`config.mk`:
```
export PLATFORM = sky130hd
export DESIGN_NAME = dptx_top
export DESIGN_NICKNAME = d
export VERILOG_FILES = /design/src/rtl/dptx_pkg.sv /design/src/rtl/dptx_vid_if.sv /design/src/rtl/dptx_word_if.sv /design/src/rtl/dptx_msg_rx.sv /design/src/rtl/dptx_vid_in.sv /design/src/rtl/dptx_packer.sv /design/src/rtl/dptx_lnk_gen.sv /design/src/rtl/dptx_top.sv
export SDC_FILE = /design/constraint.sdc
export NUM_CORES = 1
export LEC_CHECK = 0
export BUFFER_PORTS_ARGS = -buffer_cell sky130_fd_sc_hd__buf_2
export CAP_MARGIN = 20
export CORE_ASPECT_RATIO = 1.2
export CORE_UTILIZATION = 62
export CTS_CLUSTER_DIAMETER = 120
export DETAILED_ROUTE_END_ITERATION = 12
export PLACE_DENSITY = 0.78
export SLEW_MARGIN = 20
export SYNTH_ARGS = -nofsm -noshare
export SYNTH_HDL_FRONTEND = slang
export SYNTH_SLANG_ARGS = --single-unit
```
`constraint.sdc`:
```
create_clock -name sys_clk -period 5.91 [get_ports sys_clk]
set_input_delay 0.8865 -clock sys_clk [delete_from_list [all_inputs] [get_ports sys_clk]]
set_output_delay 0.8865 -clock sys_clk [all_outputs]
set_load 0.05 [all_outputs]
```
`src/rtl/dptx_pkg.sv`:
```
`default_nettype none

package dptx_pkg;

    // Lane symbol, bit 8 is the K flag
    typedef logic [8:0]  sym_t;
    typedef logic [23:0] pix_t;      // R in 23:16, G in 15:8, B in 7:0
    typedef logic [7:0]  msg_id_t;
    typedef logic [15:0] msg_dat_t;
    typedef logic [1:0]  tps_t;

    // Link generator states
    typedef enum logic [2:0]
    {
        st_off,
        st_tps1,
        st_tps2,
        st_blank,
        st_line
    } lnk_state_t;

    // Training pattern select
    localparam tps_t TPS_NONE = 2'd0;
    localparam tps_t TPS_1    = 2'd1;
    localparam tps_t TPS_2    = 2'd2;   // Value 3 reserved

    // Control symbols
    localparam sym_t SYM_BE    = 9'h1FB;   // K27.7
    localparam sym_t SYM_BS    = 9'h1BC;   // K28.5
    localparam sym_t SYM_FILL  = 9'h11C;   // K28.0

    // Training symbols
    localparam sym_t SYM_D10_2 = 9'h04A;
    localparam sym_t SYM_K28_5 = 9'h1BC;
    localparam sym_t SYM_D11_6 = 9'h0CB;

    // Message identifiers
    localparam msg_id_t MSG_ID_CTL = 8'h10;   // Bit 0 lnk_en, bit 1 vid_en
    localparam msg_id_t MSG_ID_TPS = 8'h11;   // Bits 1:0 pattern

endpackage

`default_nettype wire

```
`src/rtl/dptx_vid_if.sv`:
```
`default_nettype none
`timescale 1ns/1ps

// Sampled pixels toward the packer, no back-pressure
interface dptx_vid_if;

    logic           vld;    // One strobe per active pixel
    logic           sol;    // First pixel of line
    logic           eol;    // Last pixel of line
    dptx_pkg::pix_t pix;

    // Video input stage
    modport drv (output vld, sol, eol, pix);

    // Packer
    modport rcv (input vld, sol, eol, pix);

endinterface

`default_nettype wire

```
`src/rtl/dptx_word_if.sv`:
```
`default_nettype none
`timescale 1ns/1ps

// Packed lane words, valid/ready
interface dptx_word_if
#(
    parameter int P_LANES = 4
);

    logic                           vld;
    logic                           rdy;
    logic                           first;  // First word of line
    logic                           last;   // Last word of line
    dptx_pkg::sym_t [P_LANES-1:0]   dat;    // Lane 0 in low bits

    modport drv (output vld, first, last, dat, input rdy);
    modport rcv (input vld, first, last, dat, output rdy);

endinterface

`default_nettype wire

```
`src/rtl/dptx_msg_rx.sv`:
```
`default_nettype none
`timescale 1ns/1ps

module dptx_msg_rx
(
    input wire                  sys_clk,
    input wire                  arst_n,

    // Host message port, four-phase
    input wire                  msg_req,
    input wire dptx_pkg::msg_id_t   msg_id,
    input wire dptx_pkg::msg_dat_t  msg_dat,
    output logic                msg_ack,
    output logic                msg_err,

    // Control registers
    output logic                lnk_en,
    output logic                vid_en,
    output dptx_pkg::tps_t      tps
);

logic req_s;        // Sampled request
logic ack_set;
logic ack_clr;

// msg_ack doubles as the phase flag
assign ack_set = req_s && !msg_ack;     // Request seen, not yet answered
assign ack_clr = !req_s && msg_ack;     // Host released

// Handshake
always_ff @(posedge sys_clk or negedge arst_n)
begin
    if (!arst_n)
    begin
        req_s   <= 1'b0;
        msg_ack <= 1'b0;
        msg_err <= 1'b0;
    end
    else
    begin
        req_s <= msg_req;

        if (ack_set)
        begin
            msg_ack <= 1'b1;
            // Unknown id flagged together with ack
            msg_err <= (msg_id != dptx_pkg::MSG_ID_CTL) && (msg_id != dptx_pkg::MSG_ID_TPS);
        end
        else if (ack_clr)
        begin
            msg_ack <= 1'b0;
            msg_err <= 1'b0;
        end
    end
end

// Control registers, written on the ack edge
always_ff @(posedge sys_clk or negedge arst_n)
begin
    if (!arst_n)
    begin
        lnk_en <= 1'b0;
        vid_en <= 1'b0;
        tps    <= dptx_pkg::TPS_NONE;
    end
    else if (ack_set)
    begin
        case (msg_id)
            dptx_pkg::MSG_ID_CTL:
            begin
                lnk_en <= msg_dat[0];
                vid_en <= msg_dat[1];
            end

            dptx_pkg::MSG_ID_TPS:
                tps <= dptx_pkg::tps_t'(msg_dat[1:0]);

            default: ;  // Nothing changes
        endcase
    end
end

endmodule

`default_nettype wire

```
`src/rtl/dptx_vid_in.sv`:
```
`default_nettype none
`timescale 1ns/1ps

module dptx_vid_in
(
    input wire          sys_clk,
    input wire          arst_n,

    // Video input
    input wire          vid_cke,
    input wire          vid_de,
    input wire [7:0]    vid_r,
    input wire [7:0]    vid_g,
    input wire [7:0]    vid_b,

    dptx_vid_if.drv     vid
);

// One pixel is held back until the next sample shows whether de dropped
dptx_pkg::pix_t hold_pix;
logic           hold_sol;   // Held pixel opens a line
logic           de_prev;    // Previous de, also marks hold_pix valid

always_ff @(posedge sys_clk or negedge arst_n)
begin
    if (!arst_n)
    begin
        de_prev  <= 1'b0;
        hold_sol <= 1'b0;
        vid.vld  <= 1'b0;
    end
    else
    begin
        vid.vld <= vid_cke && de_prev;      // Release held pixel
        if (vid_cke)
        begin
            de_prev  <= vid_de;
            hold_sol <= vid_de && !de_prev;  // Rising de
        end
    end
end

// Payload
always_ff @(posedge sys_clk)
begin
    if (vid_cke)
    begin
        hold_pix <= {vid_r, vid_g, vid_b};
        vid.pix  <= hold_pix;
        vid.sol  <= hold_sol;
        vid.eol  <= !vid_de;    // de fell after the held pixel
    end
end

endmodule

`default_nettype wire

```
`src/rtl/dptx_packer.sv`:
```
`default_nettype none
`timescale 1ns/1ps

module dptx_packer
#(
    parameter int P_LANES = 4
)
(
    input wire          sys_clk,
    input wire          arst_n,

    dptx_vid_if.rcv     vid,
    dptx_word_if.drv    word,

    output logic        ovf     // Sticky
);

localparam int P_DEPTH = 2 * P_LANES + 3;      // Byte slots
localparam int P_CW    = $clog2(P_DEPTH + 1);

// Byte buffer, head at index 0
logic [7:0]         mem_dat [0:P_DEPTH-1];
logic [P_DEPTH-1:0] mem_sol;    // Byte opens a line
logic [P_DEPTH-1:0] mem_eol;    // Byte closes a line
logic [P_CW-1:0]    cnt;

logic [7:0]         nxt_dat [0:P_DEPTH-1];
logic [P_DEPTH-1:0] nxt_sol;
logic [P_DEPTH-1:0] nxt_eol;
logic [P_CW-1:0]    nxt_cnt;

logic [P_CW-1:0]    take;       // Bytes in the next word
logic               found;      // Line end inside the next word
logic               space;
logic               push;
logic               pop;

// Word size, stops after a line end
always_comb
begin
    take  = '0;
    found = 1'b0;
    for (int i = 0; i < P_LANES; i++)
    begin
        if (!found && (i < int'(cnt)))
        begin
            take  = P_CW'(i + 1);
            found = mem_eol[i];
        end
    end
end

assign space = (int'(cnt) <= P_DEPTH - 3);     // Room for R, G, B
assign push  = vid.vld && space;
assign pop   = (found || (int'(take) == P_LANES)) && (!word.vld || word.rdy);

// Buffer update, pop then append
always_comb
begin
    nxt_sol = mem_sol;
    nxt_eol = mem_eol;
    nxt_cnt = cnt;
    for (int i = 0; i < P_DEPTH; i++)
        nxt_dat[i] = mem_dat[i];

    if (pop)
    begin
        for (int i = 0; i < P_DEPTH; i++)
        begin
            if (i + int'(take) < P_DEPTH)
            begin
                nxt_dat[i] = mem_dat[i + int'(take)];
                nxt_sol[i] = mem_sol[i + int'(take)];
                nxt_eol[i] = mem_eol[i + int'(take)];
            end
        end
        nxt_cnt = cnt - take;
    end

    if (push)
    begin
        nxt_dat[nxt_cnt]           = vid.pix[23:16];   // R
        nxt_dat[nxt_cnt + P_CW'(1)] = vid.pix[15:8];   // G
        nxt_dat[nxt_cnt + P_CW'(2)] = vid.pix[7:0];    // B
        nxt_sol[nxt_cnt]           = vid.sol;
        nxt_sol[nxt_cnt + P_CW'(1)] = 1'b0;
        nxt_sol[nxt_cnt + P_CW'(2)] = 1'b0;
        nxt_eol[nxt_cnt]           = 1'b0;
        nxt_eol[nxt_cnt + P_CW'(1)] = 1'b0;
        nxt_eol[nxt_cnt + P_CW'(2)] = vid.eol;
        nxt_cnt                    = nxt_cnt + P_CW'(3);
    end
end

always_ff @(posedge sys_clk or negedge arst_n)
begin
    if (!arst_n)
    begin
        cnt      <= '0;
        ovf      <= 1'b0;
        word.vld <= 1'b0;
    end
    else
    begin
        cnt <= nxt_cnt;
        if (vid.vld && !space)
            ovf <= 1'b1;    // Pixel dropped

        if (pop)
            word.vld <= 1'b1;
        else if (word.rdy)
            word.vld <= 1'b0;
    end
end

// Buffer and word payload
always_ff @(posedge sys_clk)
begin
    mem_dat <= nxt_dat;
    mem_sol <= nxt_sol;
    mem_eol <= nxt_eol;

    if (pop)
    begin
        word.first <= mem_sol[0];
        word.last  <= found;
        for (int l = 0; l < P_LANES; l++)
            word.dat[l] <= (l < int'(take)) ? dptx_pkg::sym_t'({1'b0, mem_dat[l]}) : '0;
    end
end

endmodule

`default_nettype wire

```
`src/rtl/dptx_lnk_gen.sv`:
```
`default_nettype none
`timescale 1ns/1ps

module dptx_lnk_gen
#(
    parameter int P_LANES = 4
)
(
    input wire                          sys_clk,
    input wire                          arst_n,

    // Control
    input wire                          lnk_en,
    input wire                          vid_en,
    input wire dptx_pkg::tps_t          tps,

    dptx_word_if.rcv                    word,

    output dptx_pkg::sym_t [P_LANES-1:0] lnk_dat
);

dptx_pkg::lnk_state_t           state;
dptx_pkg::lnk_state_t           nxt_state;
dptx_pkg::sym_t [P_LANES-1:0]   nxt_dat;
logic                           tps_ph;     // TPS2 phase, 0 gives K28.5
logic                           nxt_ph;
logic                           bs_pend;    // BS owed after last word
logic                           nxt_bs;

always_comb
begin
    nxt_state = dptx_pkg::st_blank;
    nxt_dat   = {P_LANES{dptx_pkg::SYM_FILL}};
    nxt_ph    = 1'b0;
    nxt_bs    = 1'b0;
    word.rdy  = 1'b1;   // Words dropped unless in video mode

    if (!lnk_en)
    begin
        nxt_state = dptx_pkg::st_off;
        nxt_dat   = '0;
    end
    // Training wins over video
    else if (tps == dptx_pkg::TPS_1)
    begin
        nxt_state = dptx_pkg::st_tps1;
        nxt_dat   = {P_LANES{dptx_pkg::SYM_D10_2}};
    end
    else if (tps == dptx_pkg::TPS_2)
    begin
        nxt_state = dptx_pkg::st_tps2;
        nxt_dat   = {P_LANES{tps_ph ? dptx_pkg::SYM_D11_6 : dptx_pkg::SYM_K28_5}};
        nxt_ph    = !tps_ph;
    end
    else if ((tps == dptx_pkg::TPS_NONE) && vid_en)
    begin
        case (state)
            dptx_pkg::st_line:
            begin
                nxt_state = dptx_pkg::st_line;
                if (word.vld)
                begin
                    nxt_dat = word.dat;     // FILL in gaps otherwise
                    if (word.last)
                    begin
                        nxt_state = dptx_pkg::st_blank;
                        nxt_bs    = 1'b1;
                    end
                end
            end

            // Blank, also entry from off or training
            default:
            begin
                word.rdy = !(word.vld && word.first);   // Hold line start for BE
                if (bs_pend)
                    nxt_dat = {P_LANES{dptx_pkg::SYM_BS}};
                else if (word.vld && word.first)
                begin
                    nxt_dat   = {P_LANES{dptx_pkg::SYM_BE}};
                    nxt_state = dptx_pkg::st_line;
                end
            end
        endcase
    end
end

always_ff @(posedge sys_clk or negedge arst_n)
begin
    if (!arst_n)
    begin
        state   <= dptx_pkg::st_off;
        lnk_dat <= '0;
        tps_ph  <= 1'b0;
        bs_pend <= 1'b0;
    end
    else
    begin
        state   <= nxt_state;
        lnk_dat <= nxt_dat;
        tps_ph  <= nxt_ph;
        bs_pend <= nxt_bs;
    end
end

endmodule

`default_nettype wire

```
`src/rtl/dptx_top.sv`:
```
`default_nettype none
`timescale 1ns/1ps

module dptx_top
#(
    parameter int P_LANES = 4   // 1, 2 or 4
)
(
    input wire                              sys_clk,
    input wire                              arst_n,

    // Host messages
    input wire                              msg_req,
    input wire dptx_pkg::msg_id_t           msg_id,
    input wire dptx_pkg::msg_dat_t          msg_dat,
    output wire                             msg_ack,
    output wire                             msg_err,

    // Video
    input wire                              vid_cke,
    input wire                              vid_de,
    input wire [7:0]                        vid_r,
    input wire [7:0]                        vid_g,
    input wire [7:0]                        vid_b,

    // Link
    output wire dptx_pkg::sym_t [P_LANES-1:0] lnk_dat,
    output wire                             ovf
);

wire                    lnk_en;
wire                    vid_en;
wire dptx_pkg::tps_t    tps;

dptx_vid_if u_vid_if ();

dptx_word_if #(.P_LANES(P_LANES)) u_word_if ();

dptx_msg_rx u_msg_rx
(
    .sys_clk    (sys_clk),
    .arst_n     (arst_n),
    .msg_req    (msg_req),
    .msg_id     (msg_id),
    .msg_dat    (msg_dat),
    .msg_ack    (msg_ack),
    .msg_err    (msg_err),
    .lnk_en     (lnk_en),
    .vid_en     (vid_en),
    .tps        (tps)
);

dptx_vid_in u_vid_in
(
    .sys_clk    (sys_clk),
    .arst_n     (arst_n),
    .vid_cke    (vid_cke),
    .vid_de     (vid_de),
    .vid_r      (vid_r),
    .vid_g      (vid_g),
    .vid_b      (vid_b),
    .vid        (u_vid_if.drv)
);

dptx_packer #(.P_LANES(P_LANES)) u_packer
(
    .sys_clk    (sys_clk),
    .arst_n     (arst_n),
    .vid        (u_vid_if.rcv),
    .word       (u_word_if.drv),
    .ovf        (ovf)
);

dptx_lnk_gen #(.P_LANES(P_LANES)) u_lnk_gen
(
    .sys_clk    (sys_clk),
    .arst_n     (arst_n),
    .lnk_en     (lnk_en),
    .vid_en     (vid_en),
    .tps        (tps),
    .word       (u_word_if.rcv),
    .lnk_dat    (lnk_dat)
);

endmodule

`default_nettype wire

```
# [Yosys cells after proc, flatten, opt, wreduce, memory -nomap -nowiden]
# Cells that the tools add are included.
[totals] regBits=255 inputBits=53 wordCells=381
[op_classes] mux=201 bitwise_logic=21 n_lt_le_gt_ge=54 n_addsub=14 n_eq_ne=8 reduce_logical=37
[ops] op="binary-select mux 8 bit (select 4 bit)" n=11
[ops] op="greater-or-equal comparator 32 x 5 -> 1 bit (second input constant)" n=11
[ops] op="less-than comparator 32 x 5 -> 1 bit (second input constant)" n=10
[ops] op="less-than comparator 32 x 6 -> 1 bit (second input constant)" n=10
[ops] op="NOT 32 bit" n=10
[ops] op="two-way mux 8 bit" n=36
[ops] op="bitwise mux 88 bit" n=3
[ops] op="two-way mux 36 bit" n=7
[ops] op="two-way mux 88 bit" n=2
[ops] op="demux 8 bit (select 4 bit)" n=3
[ops] op="two-way mux 1 bit" n=92
[ops] op="binary-select mux 1 bit (select 4 bit)" n=22
[ops] op="AND 11 bit" n=4
[ops] op="two-way mux 11 bit" n=4
[ops] op="two-way mux 35 bit" n=1
[ops] op="NOT 11 bit" n=3
[ops] op="NOT 4 -> 32 bit" n=1
[ops] op="two-way mux 3 bit" n=9
[ops] op="bitwise mux 11 bit" n=2
[ops] op="adder 3 x 4 -> 5 bit (first input constant)" n=4
[ops] op="less-than comparator 4 x 5 -> 1 bit (second input constant)" n=4
[ops] op="two-way mux 4 bit" n=5
[ops] op="logical AND 1 bit" n=19
[ops] op="equality test 8 x 5 -> 1 bit (second input constant)" n=2
[ops] op="26 further kinds" n=60

# [Depth between registers and ports, before layout]
# Gate-level depths: netlist of the first run.
[logic_depth] ltp_word=24 mapped_depth=28 ltp_nobuf=21

# [Modules after synthesis]
# Synthesis of the first run repeated with hierarchy kept, for this count alone.
[unflattened] hier_cells=1837 hier_area_um2=16161.8
[modules_own_cells] mod="dptx_packer" area_each_um2=12589.6 instances=1 cells_each=1616 seq_area_each_um2=3373.2
[modules_own_cells] mod="dptx_lnk_gen" area_each_um2=1642.8 instances=1 cells_each=142 seq_area_each_um2=1026.0
[modules_own_cells] mod="dptx_vid_in" area_each_um2=1619.1 instances=1 cells_each=59 seq_area_each_um2=1576.5
[modules_own_cells] mod="dptx_msg_rx" area_each_um2=310.3 instances=1 cells_each=20 seq_area_each_um2=175.2

# [Least setup slack after synthesis of the first run]
# No wires, ideal clock.
[synth_timing] path_kind="register to register" from="register u_packer.cnt[1]" to="register u_packer.mem_dat[7] in the netlist's numbering" period_less_slack_ns=5.351 setup_slack_ns=0.559 path_stages_with_launch=27 path_buffers=6 required_time_ns=5.793 t_arrival_ns=5.234 path_cell_list="dfrtp_1 -> buf_2 -> nor3_2 -> o32a_1 -> nand2_1 -> inv_2 -> buf_2 -> buf_4 -> buf_2 -> ha_1 -> inv_1 -> fa_1 -> xnor2_1 -> o31ai_1 -> o211ai_2 -> inv_2 -> buf_2 -> ha_1 -> nand2b_1 -> and3_1 -> o211a_2 -> or3_4 -> a41o_1 -> buf_2 -> o22ai_1 -> a21oi_1 -> o22a_1"
[synth_lines] element="from (decl)" line="dptx_packer.sv:25" text="logic [P_CW-1:0] cnt;"
[synth_lines] element="from (signal assigned)" line="dptx_packer.sv:105" text="cnt <= nxt_cnt;"
[synth_lines] element="to (signal assigned)" line="dptx_packer.sv:119" text="mem_dat <= nxt_dat;"
[synth_lines] element="to (decl)" line="dptx_packer.sv:22" text="logic [7:0] mem_dat [0:P_DEPTH-1];"

# [Final worst setup path of the first run]
[layout_timing] from="register u_packer.cnt[3]" to="register u_packer.mem_eol[8]"
[layout_between] elab_chain_len=24 word_cells_on_any_way=55 classes_between="4 x add/sub; 12 x order compare; 1 x eq/ne; 22 x mux; 4 x bitwise; 12 x reduce/logical"
[layout_rtl] element="branches (longest 23 deep; another with less-than comparator 1 x 4 -> 1 bit)"
[layout_rtl] element="two-way mux 11 bit (*)" line="dptx_packer.sv:80" text="if (push)"
[layout_rtl] element="net u_packer.nxt_eol[8]" line="dptx_packer.sv:29" text="logic [P_DEPTH-1:0] nxt_eol;"
[layout_rtl] element="to (signal assigned)" line="dptx_packer.sv:121" text="mem_eol <= nxt_eol;"
[layout_rtl] element="to (decl)" line="dptx_packer.sv:24" text="logic [P_DEPTH-1:0] mem_eol;"
# Mark *: on every way through the listed nets, which the timed path passes. The select of a mux whose other input is x is not followed.
# A chain may end at the register's enable or synchronous reset.

==> metrics.txt, run 1 <==
# TYPE chip_impl_metric gauge
chip_impl_info{name="status",value="complete, no violations"} 1
chip_impl_metric{name="post_synth.cell_area_avg",unit="um2"} 9.01
chip_impl_metric{name="fillers",unit=""} 1940
chip_impl_metric{name="floorplan.die_area",unit="um2"} 25600
chip_impl_metric{name="synthCells",unit=""} 1721
chip_impl_metric{name="critPathArrivalTime",unit="ps"} 6190
chip_impl_metric{name="final_min_period_over_clock_period",unit="%"} 97.9
chip_impl_metric{name="routed_via_density",unit=""} 7.49
chip_impl_metric{name="met2_length",unit="mm"} 27.8
chip_impl_metric{name="cts_num_sinks",unit=""} 248
chip_impl_metric{name="wl_per_cell",unit="um"} 29.4
chip_impl_metric{name="routed_metal_1_wirelength",unit="mm"} 20.9
chip_impl_metric{name="finalHoldViolations",unit=""} 0
chip_impl_info{name="dominantRegCellSynth",value="sky130_fd_sc_hd__dfxtp_1"} 1
chip_impl_info{name="layout_common_cells",value="186 x sky130_fd_sc_hd__nand2_1, 137 x sky130_fd_sc_hd__a21oi_1, 132 x sky130_fd_sc_hd__nor2_1"} 1
chip_impl_info{name="hold_start",value="u_vid_in.hold_pix[3]$_DFFE_PP_"} 1
chip_impl_info{name="critPathCaptureType",value="flip-flop"} 1
chip_impl_info{name="cp-startpoint",value="u_packer.cnt[3]$_DFF_PN0_"} 1
chip_impl_metric{name="cts.clk_slew.worst_paths",unit="ps"} 70
chip_impl_metric{name="drtAntennaViolNets",unit=""} 0
chip_impl_metric{name="via_count",unit=""} 15500
chip_impl_metric{name="initial_core_util",unit="%"} 62.8
chip_impl_metric{name="synth_warnings",unit=""} 0
chip_impl_metric{name="postSynthRegisterBits",unit=""} 248
chip_impl_metric{name="global_route_wire_length_before_repair",unit="mm"} 90.3
chip_impl_metric{name="worstPathRequired",unit="ps"} 6320
chip_impl_metric{name="ys_seq_area_share",unit="%"} 39.2
chip_impl_metric{name="tns",unit="ps"} 0
chip_impl_metric{name="drv_cap",unit=""} 0
chip_impl_metric{name="met3_wirelength",unit="mm"} 7.21
chip_impl_metric{name="postCtsSetupBuffers",unit=""} 0
chip_impl_metric{name="post_cts_resized",unit=""} 0
chip_impl_metric{name="num_rows",unit=""} 63
chip_impl_metric{name="worst-path-max-fanout",unit=""} 13
chip_impl_metric{name="clock_tree.htree_level_count",unit=""} 1
chip_impl_metric{name="final_layout_size_suffix_gt1_share",unit="%"} 15.2
chip_impl_info{name="crit_path_start_kind",value="flip-flop"} 1
chip_impl_info{name="critPathTopFamily",value="compound AO/OA/AOI/OAI gates"} 1
chip_impl_metric{name="dp.final_hpwl",unit="mm"} 42.6
chip_impl_metric{name="synth-edff-count",unit=""} 84
chip_impl_metric{name="synthDistinctLibCells",unit=""} 97
chip_impl_metric{name="grt_pass1_vias",unit=""} 15000
chip_impl_info{name="min-delay-path-class",value="flip-flop to flip-flop"} 1
chip_impl_info{name="maxUsedRoutingLayer",value="met4"} 1
chip_impl_metric{name="crit_buf_inv",unit=""} 3
chip_impl_metric{name="drcViolationCount",unit=""} 0
chip_impl_metric{name="finalWeightedCongestion",unit=""} 1.07
chip_impl_metric{name="die_w",unit="um"} 146
chip_impl_metric{name="port_buffers",unit=""} 77
chip_impl_metric{name="worst_slew_pin_slew",unit="ps"} 1080
chip_impl_metric{name="global_route_congestion_overflow_total",unit=""} 0
chip_impl_metric{name="period_needed",unit="ps"} 5790
chip_impl_metric{name="fin_worst_skew",unit="ps"} 16.6
chip_impl_info{name="cell_at_the_root_of_the_clock_tree",value="sky130_fd_sc_hd__clkbuf_16"} 1
chip_impl_metric{name="worstSkewPairLatency",unit="ps"} 560
chip_impl_info{name="rsz0062_at_grt",value="no"} 1
chip_impl_metric{name="worst_path_largest_cell_delay",unit="ps"} 570
chip_impl_info{name="cts_tree",value="done"} 1
chip_impl_info{name="critical-path-slowest-cell",value="sky130_fd_sc_hd__dfrtp_1"} 1
chip_impl_metric{name="postSynth.asyncResetShare",unit="%"} 21.8
chip_impl_metric{name="grtUsageTotal",unit="%"} 47.2
chip_impl_metric{name="fmax",unit="MHz"} 173
chip_impl_info{name="mostFrequentLayoutCell",value="sky130_fd_sc_hd__nand2_1"} 1
chip_impl_metric{name="area_of_the_mapped_netlist",unit="um2"} 15500
chip_impl_metric{name="core_area",unit="um2"} 24700
chip_impl_metric{name="antenna_found_initial",unit=""} 0
chip_impl_metric{name="fin_nets",unit=""} 1798
chip_impl_metric{name="timing.max_slew.rel_slack",unit="%"} 28.3
chip_impl_metric{name="antenna_cells_inserted",unit=""} 0
chip_impl_metric{name="dr.pass1.iters",unit=""} 10
chip_impl_metric{name="maximum_number_of_pins_on_one_net_before_global_route_repair",unit=""} 78
chip_impl_metric{name="setup_violating_endpoint_count_in_the_final_report",unit=""} 0
chip_impl_info{name="critical_path.cell_chain",value="nor3_2, o32a_1, nand2_2, clkinv_2, ha_1, inv_1, fa_1, xnor2_1, o31ai_1, o211ai_2, inv_2, ha_1, nand2b_1, and3_1, o211a_2, o21ai_1, nand2_2, nor2_2, o31a_1, o22ai_1"} 1
chip_impl_info{name="critPathKind",value="flip-flop to flip-flop"} 1
chip_impl_metric{name="drt-total-wl",unit="mm"} 61.0
chip_impl_metric{name="ioPinCount",unit=""} 92
chip_impl_info{name="critical_path.reg2reg.startpoint",value="u_packer.cnt[3]$_DFF_PN0_"} 1
chip_impl_metric{name="cts_inserted_buffers",unit=""} 26
chip_impl_metric{name="post_cts_hold_buffer_count",unit=""} 0
chip_impl_metric{name="syn_nets",unit=""} 1791
chip_impl_metric{name="report.final.slew_viol_count",unit=""} 0
chip_impl_metric{name="flow.area_growth_from_synthesis",unit="%"} 9.86
chip_impl_metric{name="die-height",unit="um"} 175
chip_impl_metric{name="drtIter0Drc",unit=""} 1926
chip_impl_metric{name="cts_buffer_depth",unit=""} 3
## final timing paths
| check | to | slack (ps) | cells after the start |
|---|---|---|---|
| setup / recovery | u_packer.mem_eol[8]$_DFF_P_ | 120 | 20 |
| hold / removal | u_vid_in.vid.pix[3]$_DFFE_PP_ | 420 | 0 |
| setup reg to reg | u_packer.mem_eol[8]$_DFF_P_ | 120 | 20 |
| hold reg to reg | u_vid_in.vid.pix[3]$_DFFE_PP_ | 420 | 0 |
| max in group asynchronous | u_lnk_gen.lnk_dat[2]$_DFF_PN0_ | 4960 | 2 |
| min in group asynchronous | u_lnk_gen.state[2]$_DFF_PN0_ | 470 | 2 |
## final cells by class
class | count | area [um2] | share of cell area, %
clock buffer | 33 | 698 | 4.10
clock inverter | 15 | 209 | 1.23
inverter | 29 | 110 | 0.646
multi-input combinational | 1286 | 8700 | 51.1
sequential | 248 | 6080 | 35.7
tap | 325 | 407 | 2.39
timing repair buffer | 137 | 836 | 4.91
## flip-flops by register name, summed over array words and instances, names as in the netlist, 2 cells and up
register,flops
u_packer.mem_dat,88
u_lnk_gen.lnk_dat,33
u_packer.word.dat,32
u_vid_in.hold_pix,24
u_vid_in.vid.pix,24
u_packer.mem_eol,11
u_packer.mem_sol,11
u_packer.cnt,4
u_lnk_gen.state,3
u_msg_rx.tps,2
## synth_stat cells (7+ instances only)
library cell	number	area, um2
sky130_fd_sc_hd__o21a_1	22	165
sky130_fd_sc_hd__buf_2	27	135
sky130_fd_sc_hd__nor3_1	8	40.0
sky130_fd_sc_hd__buf_1	21	78.8
sky130_fd_sc_hd__a222oi_1	10	100
sky130_fd_sc_hd__o221ai_1	21	184
sky130_fd_sc_hd__dfrtp_1	54	1350
sky130_fd_sc_hd__ha_1	16	200
sky130_fd_sc_hd__or3_1	11	68.8
sky130_fd_sc_hd__and2_1	16	100
sky130_fd_sc_hd__nand4_1	11	68.8
sky130_fd_sc_hd__mux2_2	12	135
sky130_fd_sc_hd__dfxtp_1	110	2200
sky130_fd_sc_hd__a211oi_1	9	67.6
sky130_fd_sc_hd__o32ai_1	12	105
sky130_fd_sc_hd__a31oi_1	17	106
sky130_fd_sc_hd__o21ai_1	15	75.1
sky130_fd_sc_hd__mux2i_1	93	931
sky130_fd_sc_hd__a22o_1	9	78.8
sky130_fd_sc_hd__nand2b_1	11	68.8
sky130_fd_sc_hd__o31ai_1	7	52.6
sky130_fd_sc_hd__a221o_1	8	80.1
sky130_fd_sc_hd__o211ai_1	19	143
sky130_fd_sc_hd__nand3_1	48	240
sky130_fd_sc_hd__nor2_1	132	495
sky130_fd_sc_hd__mux4_2	25	563
sky130_fd_sc_hd__o21ai_0	96	480
sky130_fd_sc_hd__o22a_1	16	140
sky130_fd_sc_hd__nand2_1	188	706
sky130_fd_sc_hd__nor2b_1	13	81.3
sky130_fd_sc_hd__a221oi_1	53	464
sky130_fd_sc_hd__inv_1	24	90.1
sky130_fd_sc_hd__a21oi_1	137	686
sky130_fd_sc_hd__and3_1	41	257
sky130_fd_sc_hd__a22oi_1	40	300
sky130_fd_sc_hd__clkbuf_1	101	379
sky130_fd_sc_hd__o22ai_1	58	363
sky130_fd_sc_hd__buf_4	7	52.6
sky130_fd_sc_hd__edfxtp_1	84	2520
## logic make-up after synthesis
family	share of synthesized area (%)
compound gates	27.0
simple gates	16.2
flops	39.2
buf+inv	5.01
mux	10.6
fa+ha+maj	1.42
xor+xnor	0.637
## per-layer routing
layer	track usage, %	vias up
met5	0	-
li1	-	6577
met4	36.2	0
met3	9.53	385
met2	75.8	1252
met1	55.8	7316
## stage by stage
stage,instance area [um2],setup slack (ps),cells,hold WS (ps),util [%]
after CTS,17000,332,2073,423,69.0
after floorplan,15500,559,1721,400,-
after global routing,17000,0.938,2073,424,69.0
after detailed placement,16100,420,2025,408,65.4
final,17000,124,2073,420,69.0
after global placement,16100,569,2025,401,65.4
Power of run 1 is not shown: default switching activity piles up to over one toggle a cycle in this logic, so the estimate is an artifact.
==> run 2: changes to the inputs <==
Settings changed: BUFFER_PORTS_ARGS -buffer_cell sky130_fd_sc_hd__buf_2 to not set, CORE_UTILIZATION 62 to 65, DONT_BUFFER_PORTS set to 1.
==> metrics.txt, run 2 (same netlist as run 1, synthesis figures left out) <==
# TYPE chip_impl_metric gauge
chip_impl_metric{name="cts_num_sinks",unit=""} 248
chip_impl_metric{name="worstSkewPairLatency",unit="ps"} 560
chip_impl_metric{name="final_layout_size_suffix_gt1_share",unit="%"} 11.4
chip_impl_metric{name="tns",unit="ps"} 0
chip_impl_metric{name="final_min_period_over_clock_period",unit="%"} 94.1
chip_impl_metric{name="initial_core_util",unit="%"} 66.6
chip_impl_metric{name="die_w",unit="um"} 143
chip_impl_metric{name="worstPathRequired",unit="ps"} 6320
chip_impl_metric{name="fin_nets",unit=""} 1718
chip_impl_metric{name="routed_via_density",unit=""} 7.69
chip_impl_metric{name="dr.pass1.iters",unit=""} 7
chip_impl_metric{name="wl_per_cell",unit="um"} 30.1
chip_impl_metric{name="dp.final_hpwl",unit="mm"} 41.7
chip_impl_metric{name="finalHoldViolations",unit=""} 0
chip_impl_metric{name="critPathArrivalTime",unit="ps"} 5970
chip_impl_metric{name="period_needed",unit="ps"} 5560
chip_impl_metric{name="via_count",unit=""} 15300
chip_impl_metric{name="ioPinCount",unit=""} 92
chip_impl_metric{name="postCtsSetupBuffers",unit=""} 0
chip_impl_metric{name="cts.clk_slew.worst_paths",unit="ps"} 70
chip_impl_metric{name="clock_tree.htree_level_count",unit=""} 1
chip_impl_info{name="critical_path.reg2reg.startpoint",value="u_packer.cnt[3]$_DFF_PN0_"} 1
chip_impl_metric{name="worst_slew_pin_slew",unit="ps"} 1040
chip_impl_metric{name="largest_register_ff_count",unit=""} 88
chip_impl_metric{name="post_cts_hold_buffer_count",unit=""} 0
chip_impl_metric{name="maximum_number_of_pins_on_one_net_before_global_route_repair",unit=""} 67
chip_impl_info{name="cell_at_the_root_of_the_clock_tree",value="sky130_fd_sc_hd__clkbuf_16"} 1
chip_impl_metric{name="floorplan.die_area",unit="um2"} 24500
chip_impl_metric{name="post-place-cells",unit=""} 1934
chip_impl_metric{name="global_route_wire_length_before_repair",unit="mm"} 88.2
chip_impl_metric{name="setup.reg_to_reg.worst_slack",unit="ps"} 350
chip_impl_metric{name="cts_inserted_buffers",unit=""} 26
chip_impl_metric{name="port_buffers",unit=""} 0
chip_impl_metric{name="global_route_congestion_overflow_total",unit=""} 0
chip_impl_info{name="layout_common_cells",value="186 x sky130_fd_sc_hd__nand2_1, 137 x sky130_fd_sc_hd__a21oi_1, 132 x sky130_fd_sc_hd__nor2_1"} 1
chip_impl_metric{name="flow.area_growth_from_synthesis",unit="%"} 7.46
chip_impl_metric{name="core_area",unit="um2"} 23300
chip_impl_metric{name="report.final.slew_viol_count",unit=""} 0
chip_impl_metric{name="r2r.worst_path.cells",unit=""} 20
chip_impl_metric{name="finalWeightedCongestion",unit=""} 1.13
chip_impl_metric{name="fmax",unit="MHz"} 180
chip_impl_metric{name="drt-total-wl",unit="mm"} 59.8
chip_impl_info{name="critPathCaptureType",value="flip-flop"} 1
chip_impl_info{name="crit_path_start_kind",value="flip-flop"} 1
chip_impl_metric{name="drcViolationCount",unit=""} 0
chip_impl_info{name="rsz0062_at_grt",value="no"} 1
chip_impl_info{name="regMostFlops",value="u_packer.mem_dat"} 1
chip_impl_metric{name="antenna_found_initial",unit=""} 1
chip_impl_metric{name="worst-path-max-fanout",unit=""} 18
chip_impl_metric{name="fin_worst_skew",unit="ps"} 18.2
chip_impl_info{name="r2r-end",value="u_packer.mem_eol[8]$_DFF_P_"} 1
chip_impl_info{name="min-delay-path-class",value="input port to async pin"} 1
chip_impl_metric{name="finish.cell_count_without_fillers",unit=""} 1985
chip_impl_info{name="status",value="complete, no violations"} 1
chip_impl_metric{name="drv_cap",unit=""} 0
chip_impl_metric{name="grt_pass1_vias",unit=""} 14100
chip_impl_info{name="critPathKind",value="flip-flop to flip-flop"} 1
chip_impl_info{name="mostFrequentLayoutCell",value="sky130_fd_sc_hd__nand2_1"} 1
chip_impl_info{name="reg_top3",value="u_packer.mem_dat: 88 flops, u_lnk_gen.lnk_dat: 33 flops, u_packer.word.dat: 32 flops"} 1
chip_impl_metric{name="cts_buffer_depth",unit=""} 3
chip_impl_metric{name="die-height",unit="um"} 171
chip_impl_metric{name="post_cts_resized",unit=""} 0
chip_impl_metric{name="num_rows",unit=""} 61
chip_impl_info{name="cts_tree",value="done"} 1
chip_impl_metric{name="drtIter0Drc",unit=""} 2475
chip_impl_metric{name="timing.max_slew.rel_slack",unit="%"} 30.5
chip_impl_metric{name="setup_violating_endpoint_count_in_the_final_report",unit=""} 0
chip_impl_metric{name="drtAntennaViolNets",unit=""} 0
chip_impl_metric{name="grtUsageTotal",unit="%"} 49.6
## run 2: cell types whose count changed in the layout (fill, tap and decap cells not counted), moves of 2 or more
| cell | before | now |
|---|---|---|
| sky130_fd_sc_hd__diode_2 | 0 | 2 |
| sky130_fd_sc_hd__clkbuf_1 | 6 | 3 |
| sky130_fd_sc_hd__buf_2 | 77 | 0 |
| sky130_fd_sc_hd__clkinv_2 | 2 | 4 |
| sky130_fd_sc_hd__buf_4 | 60 | 55 |
| sky130_fd_sc_hd__clkinv_4 | 0 | 2 |
## run 2: area by class of cell
type                       instances  area [um2]
antenna                            2        5.00
clock buffer                      30         687
clock inverter                    18         229
fill                            1738        6620
inverter                          29         110
multi-input combinational       1286        8700
sequential                       248        6080
tap                              315         394
timing repair buffer              57         460
## run 2: worst max-delay path: stages, from the launching register on
cell,delay [ps]
sky130_fd_sc_hd__dfrtp_1,620
sky130_fd_sc_hd__nor3_2,520
sky130_fd_sc_hd__o32a_1,270
sky130_fd_sc_hd__nand2_2,130
sky130_fd_sc_hd__clkinv_2,70
sky130_fd_sc_hd__ha_1,150
sky130_fd_sc_hd__inv_1,60
sky130_fd_sc_hd__fa_1,380
sky130_fd_sc_hd__xnor2_1,150
sky130_fd_sc_hd__o31ai_1,110
sky130_fd_sc_hd__o211ai_2,180
sky130_fd_sc_hd__inv_2,90
sky130_fd_sc_hd__ha_1,290
sky130_fd_sc_hd__nand2b_1,100
sky130_fd_sc_hd__and3_1,210
sky130_fd_sc_hd__o211a_2,250
sky130_fd_sc_hd__o21ai_1,460
sky130_fd_sc_hd__nand2_2,260
sky130_fd_sc_hd__nor2_2,480
sky130_fd_sc_hd__o31a_1,460
sky130_fd_sc_hd__o22ai_1,150
## run 2: how the worst max path moves through the flow
stage / from / to / slack [ps] / cells past startpoint
after floorplan: u_packer.cnt[1]$_DFF_PN0_ / u_packer.mem_dat[7]$_DFF_P_ / 560 / 26
after global placement: u_packer.cnt[3]$_DFF_PN0_ / u_packer.mem_eol[8]$_DFF_P_ / 810 / 20
after detailed placement: u_packer.cnt[3]$_DFF_PN0_ / u_packer.mem_eol[8]$_DFF_P_ / 690 / 20
after CTS: u_packer.cnt[3]$_DFF_PN0_ / u_packer.mem_eol[8]$_DFF_P_ / 600 / 20
after global routing: u_packer.cnt[3]$_DFF_PN0_ / u_packer.mem_dat[72]$_DFF_P_ / 210 / 20
final: u_packer.cnt[3]$_DFF_PN0_ / u_packer.mem_eol[8]$_DFF_P_ / 350 / 20
## run 2: metrics by stage
step                cell area [um2]  setup slack (ps)  utilization [%]  hold slack (ps)
finish                        16700               352             71.6             18.5
global placement              15700               813             67.5              401
CTS                           16600               605             71.4             16.4
floorplan                     15500               559                -              400
global route                  16700               213             71.6             14.9
detailed placement            15700               688             67.5              405
## run 2: per-layer routing
| metal | global-route usage (%) | vias up | wire [um] |
|---|---|---|---|
| met4 | 41.8 | 0 | 5830 |
| met5 | 0 | - | 0 |
| met1 | 58.1 | 7046 | 19800 |
| met2 | 74.8 | 1384 | 26000 |
| met3 | 14.5 | 400 | 8110 |
| li1 | - | 6431 | - |
Power of run 2 is left out for the same reason.
